`config.mk`:
```
export PLATFORM = sky130hd
export DESIGN_NAME = cell_buffer_top
export DESIGN_NICKNAME = d
export VERILOG_FILES = /design/src/common/buf_pkg.sv /design/src/common/cell_if.sv /design/src/free_list/free_list.sv /design/src/hdl/cell_allocator.sv /design/src/hdl/cell_buffer_top.sv /design/src/resource_manager/resource_manager.sv
export VERILOG_INCLUDE_DIRS = /design/src /design/src/common
export SDC_FILE = /design/constraint.sdc
export NUM_CORES = 1
export LEC_CHECK = 0
export BUFFER_PORTS_ARGS = -buffer_cell sky130_fd_sc_hd__buf_2
export CAP_MARGIN = 40
export CORE_ASPECT_RATIO = 1.25
export CORE_MARGIN = 2
export CORE_UTILIZATION = 45
export CTS_BUF_LIST = sky130_fd_sc_hd__clkbuf_8
export DETAILED_ROUTE_END_ITERATION = 8
export PLACE_DENSITY_LB_ADDON = 0.05
export SLEW_MARGIN = 20
export SYNTH_ARGS = -nofsm -noshare
export SYNTH_HDL_FRONTEND = slang
export SYNTH_SLANG_ARGS = --single-unit
```
`constraint.sdc`:
```
create_clock -name clk -period 9.1 [get_ports clk]
set_input_delay 0.91 -clock clk [delete_from_list [all_inputs] [get_ports clk]]
set_output_delay 0.91 -clock clk [all_outputs]
set_load 0.01 [all_outputs]
```
`src/common/buf_params.svh`:
```
//==============================
// Sizes of the shared cell pool.
// BUF_DEPTH must stay 2**PTR_W, since the free list wraps its pointers.
// CNT_W is one bit wider than a pointer so a count can reach BUF_DEPTH.
//==============================
`ifndef BUF_PARAMS_SVH
`define BUF_PARAMS_SVH

// Number of switch ports sharing the pool.
`define NUM_PORTS 7

// Width of a cell pointer.
`define PTR_W 4

// Number of cells in the pool.
`define BUF_DEPTH (1 << `PTR_W)

// Width of the use counters.
`define CNT_W (`PTR_W + 1)

`endif

```
`src/common/buf_pkg.sv`:
```
//==============================
// Shared types of the cell buffer manager.
// Widths follow buf_params.svh.
//==============================
`include "buf_params.svh"

package buf_pkg;

    // One bit per switch port.
    typedef logic [`NUM_PORTS-1:0] port_vec_t;

    // A port number.
    typedef logic [$clog2(`NUM_PORTS)-1:0] port_idx_t;

    // A cell pointer into the shared pool.
    typedef logic [`PTR_W-1:0] cell_ptr_t;

    // A count of cells, able to hold BUF_DEPTH itself.
    typedef logic [`CNT_W-1:0] cell_cnt_t;

    // Threshold control. Bit 3 set selects a right shift, clear a left shift.
    // Bits 2 to 0 give the shift amount.
    typedef logic [3:0] alpha_t;

endpackage

```
`src/common/cell_if.sv`:
```
//==============================
// Grant and return events between allocator, free list and resource manager.
// get and ret are one-hot or zero; at most one return per cycle.
// grant_ptr is the head of the free list and is valid while get is set.
//==============================
`timescale 1ns/1ps

interface cell_if;

    buf_pkg::port_vec_t get;
    buf_pkg::port_vec_t ret;
    buf_pkg::cell_ptr_t grant_ptr;
    buf_pkg::cell_ptr_t ret_ptr;
    buf_pkg::port_vec_t avail;

    // The allocator issues grants for ports that are still available.
    modport alloc (
        output get,
        input  avail
    );

    // The resource manager counts grants and returns per port.
    modport mgr (
        input  get,
        input  ret,
        output avail
    );

    // The free list hands out its head and takes returned pointers back.
    modport fl (
        input  get,
        input  ret,
        input  ret_ptr,
        output grant_ptr
    );

endinterface

```
`src/free_list/free_list.sv`:
```
//==============================
// Circular FIFO of free cell pointers, full with 0 to 15 after reset.
// The head is popped at the edge that ends a grant pulse.
// empty also covers the last cell while its grant is still pending.
//==============================
`timescale 1ns/1ps
`include "buf_params.svh"

module free_list (
    input  logic clk,
    input  logic rst,
    output logic empty,
    cell_if.fl   cells
);

    buf_pkg::cell_ptr_t mem [`BUF_DEPTH];
    buf_pkg::cell_ptr_t head;
    buf_pkg::cell_ptr_t tail;
    buf_pkg::cell_cnt_t count;
    logic               pop;
    logic               push;

    assign pop  = |cells.get;
    assign push = |cells.ret;

    // The granted pointer is the head until the grant pulse ends.
    assign cells.grant_ptr = mem[head];

    // A pending pop already claims the head, so one cell left counts as none.
    assign empty = (count == '0) || (count == buf_pkg::cell_cnt_t'(1) && pop);

    always_ff @(posedge clk) begin
        if (rst) begin
            for (int i = 0; i < `BUF_DEPTH; i++) begin
                mem[i] <= buf_pkg::cell_ptr_t'(i);
            end
        end else if (push) begin
            mem[tail] <= cells.ret_ptr;
        end
    end

    always_ff @(posedge clk) begin
        if (rst) begin
            head  <= '0;
            tail  <= '0;
            count <= buf_pkg::cell_cnt_t'(`BUF_DEPTH);
        end else begin
            if (pop) begin
                head <= head + 1'b1;
            end
            if (push) begin
                tail <= tail + 1'b1;
            end
            case ({pop, push})
                2'b10:   count <= count - 1'b1;
                2'b01:   count <= count + 1'b1;
                default: count <= count;
            endcase
        end
    end

    // The allocator must hold back while the list is empty.
    a_no_pop_empty: assert property (@(posedge clk) disable iff (rst)
        pop |-> (count != '0))
        else $error("grant issued with an empty free list");

    // A return while full means a cell came back that was never handed out.
    a_no_push_full: assert property (@(posedge clk) disable iff (rst)
        push |-> (count != buf_pkg::cell_cnt_t'(`BUF_DEPTH) || pop))
        else $error("return pushed into a full free list");

endmodule

```
`src/hdl/cell_allocator.sv`:
```
//==============================
// Round-robin grant of one cell per cycle.
// Only ports with req and avail both high compete.
// No grant is made while the free list reports empty.
//==============================
`timescale 1ns/1ps
`include "buf_params.svh"

module cell_allocator (
    input  logic               clk,
    input  logic               rst,
    input  buf_pkg::port_vec_t req,
    input  logic               empty,
    cell_if.alloc              cells
);

    buf_pkg::port_vec_t eligible;
    buf_pkg::port_idx_t prio;
    buf_pkg::port_idx_t winner;
    logic               found;

    assign eligible = req & cells.avail;

    // First eligible port at or after the priority pointer, with wrap.
    always_comb begin
        int idx;
        winner = '0;
        found  = 1'b0;
        for (int i = 0; i < `NUM_PORTS; i++) begin
            idx = (int'(prio) + i) % `NUM_PORTS;
            if (!found && eligible[idx]) begin
                winner = buf_pkg::port_idx_t'(idx);
                found  = 1'b1;
            end
        end
    end

    always_ff @(posedge clk) begin
        if (rst) begin
            cells.get <= '0;
            prio      <= '0;
        end else if (found && !empty) begin
            cells.get <= buf_pkg::port_vec_t'(1) << winner;
            // Next search starts just past the port served now.
            if (winner == buf_pkg::port_idx_t'(`NUM_PORTS - 1)) begin
                prio <= '0;
            end else begin
                prio <= winner + 1'b1;
            end
        end else begin
            cells.get <= '0;
        end
    end

    // A port just served yields the next grant to any other eligible port.
    for (genvar g = 0; g < `NUM_PORTS; g++) begin : g_fair
        a_rr_yield: assert property (@(posedge clk) disable iff (rst)
            (cells.get[g] && !empty
             && ((eligible & ~(buf_pkg::port_vec_t'(1) << g)) != '0))
            |=> !cells.get[g])
            else $error("port %0d served twice while another port waited", g);
    end

endmodule

```
`src/hdl/cell_buffer_top.sv`:
```
//==============================
// Cell buffer manager top level.
// ret_ptr must name a cell that ret_port currently holds.
//==============================
`timescale 1ns/1ps

module cell_buffer_top (
    input  logic               clk,
    input  logic               rst,
    input  buf_pkg::alpha_t    alpha,
    input  buf_pkg::port_vec_t req,
    input  logic               ret_valid,
    input  buf_pkg::port_idx_t ret_port,
    input  buf_pkg::cell_ptr_t ret_ptr,
    output buf_pkg::port_vec_t grant,
    output buf_pkg::cell_ptr_t grant_ptr,
    output buf_pkg::port_vec_t avail
);

    logic fl_empty;

    cell_if cells ();

    // One-hot return vector from the port number.
    assign cells.ret     = ret_valid ? (buf_pkg::port_vec_t'(1) << ret_port) : '0;
    assign cells.ret_ptr = ret_ptr;

    assign grant     = cells.get;
    assign grant_ptr = cells.grant_ptr;
    assign avail     = cells.avail;

    free_list free_list_inst (
        .clk   (clk),
        .rst   (rst),
        .empty (fl_empty),
        .cells (cells.fl)
    );

    cell_allocator cell_allocator_inst (
        .clk   (clk),
        .rst   (rst),
        .req   (req),
        .empty (fl_empty),
        .cells (cells.alloc)
    );

    resource_manager resource_manager_inst (
        .clk   (clk),
        .rst   (rst),
        .alpha (alpha),
        .cells (cells.mgr)
    );

endmodule

```
`src/resource_manager/resource_manager.sv`:
```
//==============================
// Per-port and total cell counts with a dynamic sharing threshold.
// avail lags a grant or a return by up to 4 clock edges.
// The threshold saturates at BUF_DEPTH, which no count can exceed.
//==============================
`timescale 1ns/1ps
`include "buf_params.svh"

module resource_manager (
    input  logic               clk,
    input  logic               rst,
    input  buf_pkg::alpha_t    alpha,
    cell_if.mgr                cells
);

    // Wide enough for the free count shifted left by up to 7.
    localparam int SHIFT_W = `CNT_W + 7;

    buf_pkg::port_vec_t get_d1;
    buf_pkg::port_vec_t ret_d1;
    buf_pkg::cell_cnt_t total_cnt;
    buf_pkg::cell_cnt_t port_cnt [`NUM_PORTS];
    buf_pkg::cell_cnt_t threshold;
    buf_pkg::cell_cnt_t free_cells;
    buf_pkg::cell_cnt_t threshold_next;
    logic [SHIFT_W-1:0] shift_wide;

    // Grant and return events are registered once before they reach the counters.
    always_ff @(posedge clk) begin
        if (rst) begin
            get_d1 <= '0;
            ret_d1 <= '0;
        end else begin
            get_d1 <= cells.get;
            ret_d1 <= cells.ret;
        end
    end

    // Total count moves on any grant or return, and holds when both happen.
    always_ff @(posedge clk) begin
        if (rst) begin
            total_cnt <= '0;
        end else begin
            case ({|get_d1, |ret_d1})
                2'b10:   total_cnt <= total_cnt + 1'b1;
                2'b01:   total_cnt <= total_cnt - 1'b1;
                default: total_cnt <= total_cnt;
            endcase
        end
    end

    always_ff @(posedge clk) begin
        if (rst) begin
            for (int i = 0; i < `NUM_PORTS; i++) begin
                port_cnt[i] <= '0;
            end
        end else begin
            for (int i = 0; i < `NUM_PORTS; i++) begin
                case ({get_d1[i], ret_d1[i]})
                    2'b10:   port_cnt[i] <= port_cnt[i] + 1'b1;
                    2'b01:   port_cnt[i] <= port_cnt[i] - 1'b1;
                    default: port_cnt[i] <= port_cnt[i];
                endcase
            end
        end
    end

    // Free cells scaled by alpha. Left shifts may exceed the pool size,
    // so the result is clamped to BUF_DEPTH before it is stored.
    always_comb begin
        free_cells = buf_pkg::cell_cnt_t'(`BUF_DEPTH) - total_cnt;
        if (alpha[3]) begin
            shift_wide = SHIFT_W'(free_cells) >> alpha[2:0];
        end else begin
            shift_wide = SHIFT_W'(free_cells) << alpha[2:0];
        end
        if (shift_wide > SHIFT_W'(`BUF_DEPTH)) begin
            threshold_next = buf_pkg::cell_cnt_t'(`BUF_DEPTH);
        end else begin
            threshold_next = buf_pkg::cell_cnt_t'(shift_wide);
        end
    end

    always_ff @(posedge clk) begin
        if (rst) begin
            threshold   <= '0;
            cells.avail <= '1;
        end else begin
            threshold <= threshold_next;
            for (int i = 0; i < `NUM_PORTS; i++) begin
                cells.avail[i] <= !(port_cnt[i] > threshold);
            end
        end
    end

    // A port only returns cells it was granted earlier.
    for (genvar g = 0; g < `NUM_PORTS; g++) begin : g_underflow
        a_no_underflow: assert property (@(posedge clk) disable iff (rst)
            (ret_d1[g] && !get_d1[g]) |-> (port_cnt[g] != '0))
            else $error("port %0d count underflow", g);
    end

endmodule

```
==> out/metrics.yaml <==
maxSlewViolCount: 0
r2r_setup_slack_ns: 3.57
num_io_pins: 39
vias: 7951
cts_repair_resize_count: 0
synth_cell_types: 71
maxCapViolCount: 0
finalCriticalPeriod_ns: 5.53
rsz0062_at_grt: "no"
ant_nets: 0
dp.cells: 1380
final_nets: 1242
cts_tree: "yes"
placed_area_um2: 11000
setup_viol: 0
tightestPinTransition_ns: 0.812
cp.arrival_ns: 5.89
yosys_warnings: 0
required_ns: 9.46
viasPerCell: 5.63
avgSynthCellArea_um2: 9.71
place_ws_ns: 3.69
max_freq_ghz: 0.181
crit_chain: "buf_4 -> clkinv_1 -> ha_1 -> inv_2 -> ha_1 -> ha_1 -> nor3b_1 -> a31oi_1 -> a21oi_1 -> xnor2_1 -> a21oi_1 -> o32a_1 -> nand3_1 -> nor2_1 -> a211o_1 -> or2_2 -> a32o_1"
drt_iter0_markers: 396
ff2ff_path_depth: 17
synthCells: 1091
synth_top_flop_cell: "edfxtp_1"
synth-seq-cells: 157
drt-total-wl_um: 24700
slowest_stage: "ha_1"
clkSinkCount: 157
cts_buffer_depth: 2
port_buffers: 38
finish.utilization_pct: 49.6
cp_common_cell: "ha_1"
layout-drive-gt1-share_pct: 10.9
timing.critical_path.to: "cell_allocator_inst.prio[2]$_SDFFE_PP0P_"
clock_latency_ns: 0.46
grt_pass1_wl_um: 40400
fp.dieW_um: 141
cp.depth: 17
crit_fanout: 35
drc: 0
start_util_pct: 46.0
timing.slew.headroom_pct: 45.3
fin_total_pwr_mw: 3.02
final_cells: 1412
synth_area_um2: 10600
grt_pass1_vias: 7804
gp_congestion: 0.860
crit_type: "register to register"
firstDrtPassIters: 4
setup_tns_ns: 0
vdd_ir_drop_max_mv: 0.135
synth_nets: 1222
final_common_cell: "nor2_1"
area_growth_pct: 7.83
startpoint_type: "register"
worstSetupEndpointType: "register"
r2r-start: "cell_allocator_inst.prio[0]$_SDFFE_PP0P_"
cts-root-buf: "clkbuf_8"
hold_violations: 0
cpPeakStageDelay_ns: 0.74
row_count: 62
track_usage_pct: 20.6
die_area_um2: 24800
h-tree-depth: 4
synth_edf_count: 99
core-area_um2: 23000
min_path_type: "register to register"
final_area_um2: 11400
clock_skew_ns: 0.0119
cts_setup_buffers: 0
async_flop_share_pct: 0
r2r_end: "cell_allocator_inst.prio[2]$_SDFFE_PP0P_"
status: "complete, no violations"
antenna_found_initial: 0
antenna_cells: 0
fillerInstances: 2170
path_delay_family: "compound AO/OA/AOI/OAI gates"
numCtsBuffers: 17
pwr_density_cell_nw_per_um2: 265
setup_ws_ns: 3.57
die_h_um: 176
critPathLaunch: "cell_allocator_inst.prio[0]$_SDFFE_PP0P_"
fin_crit_sh_pct: 60.8
dp_hpwl_um: 18500
overflow: 0
yosysSeqAreaShare_pct: 39.0
post_drt_wl_per_cell_um: 17.5
grt_max_degree: 47
timing.hold.ws_ns: 0.486
cts_hold_buffers: 0
clk_pin_slew_ns: 0.09
cp.buffers_inverters: 3
power.leakage_nw: 4.46
layout_common_cells: "108 x nor2_1, 103 x ha_1, 99 x edfxtp_1"
## flip-flops by register name, summed over array words and instances (netlist names), named ones only
register and cells:
resource_manager_inst.ret_d1 7, resource_manager_inst.port_cnt 35, free_list_inst.tail 4, free_list_inst.head 4, resource_manager_inst.cells.avail 7, resource_manager_inst.get_d1 7
cell_allocator_inst.cells.get 7, free_list_inst.mem 64, resource_manager_inst.threshold 5, resource_manager_inst.total_cnt 5, cell_allocator_inst.prio 3, free_list_inst.count 5
## metal layers
layer | up-vias | global-route usage (%) | share of wire (%)
met3 | 23 | 3.22 | 3.1
met5 | - | 0 | 0
met2 | 143 | 38.1 | 53
met1 | 3783 | 24.9 | 43
li1 | 4002 | - | -
met4 | 0 | 5.58 | 1.6
## final cells by class
class / count / area, um^2 / share of cell area [%]
Timing Repair Buffer: 44 / 233 / 2.04
Tap cell: 288 / 360 / 3.16
Clock buffer: 17 / 234 / 2.05
Multi-Input combinational cell: 821 / 6030 / 52.8
Inverter: 70 / 263 / 2.30
Clock inverter: 15 / 168 / 1.47
Sequential cell: 157 / 4130 / 36.2
## worst min-delay path by stage
stage	start	to	slack, ns	cells after the start
after floorplan	free_list_inst.count[4]$_SDFFE_PP1P_	free_list_inst.count[4]$_SDFFE_PP1P_	0.46	2
after global placement	free_list_inst.head[1]$_SDFFE_PP0N_	free_list_inst.head[1]$_SDFFE_PP0N_	0.48	2
after detailed placement	cell_allocator_inst.cells.get[5]$_SDFF_PP0_	resource_manager_inst.get_d1[5]$_SDFF_PP0_	0.48	1
after CTS	cell_allocator_inst.cells.get[5]$_SDFF_PP0_	resource_manager_inst.get_d1[5]$_SDFF_PP0_	0.49	1
after global routing	cell_allocator_inst.cells.get[1]$_SDFF_PP0_	resource_manager_inst.get_d1[1]$_SDFF_PP0_	0.51	1
final	cell_allocator_inst.cells.get[1]$_SDFF_PP0_	resource_manager_inst.get_d1[1]$_SDFF_PP0_	0.49	1
## worst reg2reg max path: stages (launching register included)
cell and delay [ns]:
dfxtp_1 0.32, buf_4 0.36, clkinv_1 0.41, ha_1 0.75, inv_2 0.22, ha_1 0.24, ha_1 0.28, nor3b_1 0.33
a31oi_1 0.13, a21oi_1 0.36, xnor2_1 0.25, a21oi_1 0.16, o32a_1 0.42, nand3_1 0.21, nor2_1 0.06, a211o_1 0.33
or2_2 0.34, a32o_1 0.26
## logic make-up (layout without fill, tap and decap cells)
group / count (synthesis) / in the layout / share of synthesized area (%)
and+or+nand+nor: 400 / 400 / 18.8
AOI/OAI and AO/OA: 207 / 207 / 12.7
adders and majority gates: 110 / 110 / 13.5
buffers and inverters: 113 / 146 / 4.04
muxes: 52 / 52 / 7.70
xor gates and xnor gates: 52 / 52 / 4.30
DFF: 157 / 157 / 39.0
## synthesized netlist by cell type, drive strengths merged (27+ instances only)
| library cell | count | share of area, % |
|---|---|---|
| o21ai | 52 | 2.5 |
| nor2 | 108 | 3.8 |
| nor3 | 28 | 1.3 |
| xnor2 | 27 | 2.2 |
| inv | 68 | 2.4 |
| ha | 103 | 12 |
| dfxtp | 58 | 11 |
| nand2 | 91 | 3.2 |
| nor2b | 32 | 1.9 |
| clkbuf | 34 | 1.2 |
| a21oi | 66 | 3.2 |
| edfxtp | 99 | 28 |
## report_power, final
part | internal, mW | switching [mW] | total (mW)
registers | 0.832 | 0.0846 | 0.917
logic | 0.672 | 0.912 | 1.58
clock network | 0.208 | 0.314 | 0.522
Power figures use the tool's default switching activity.
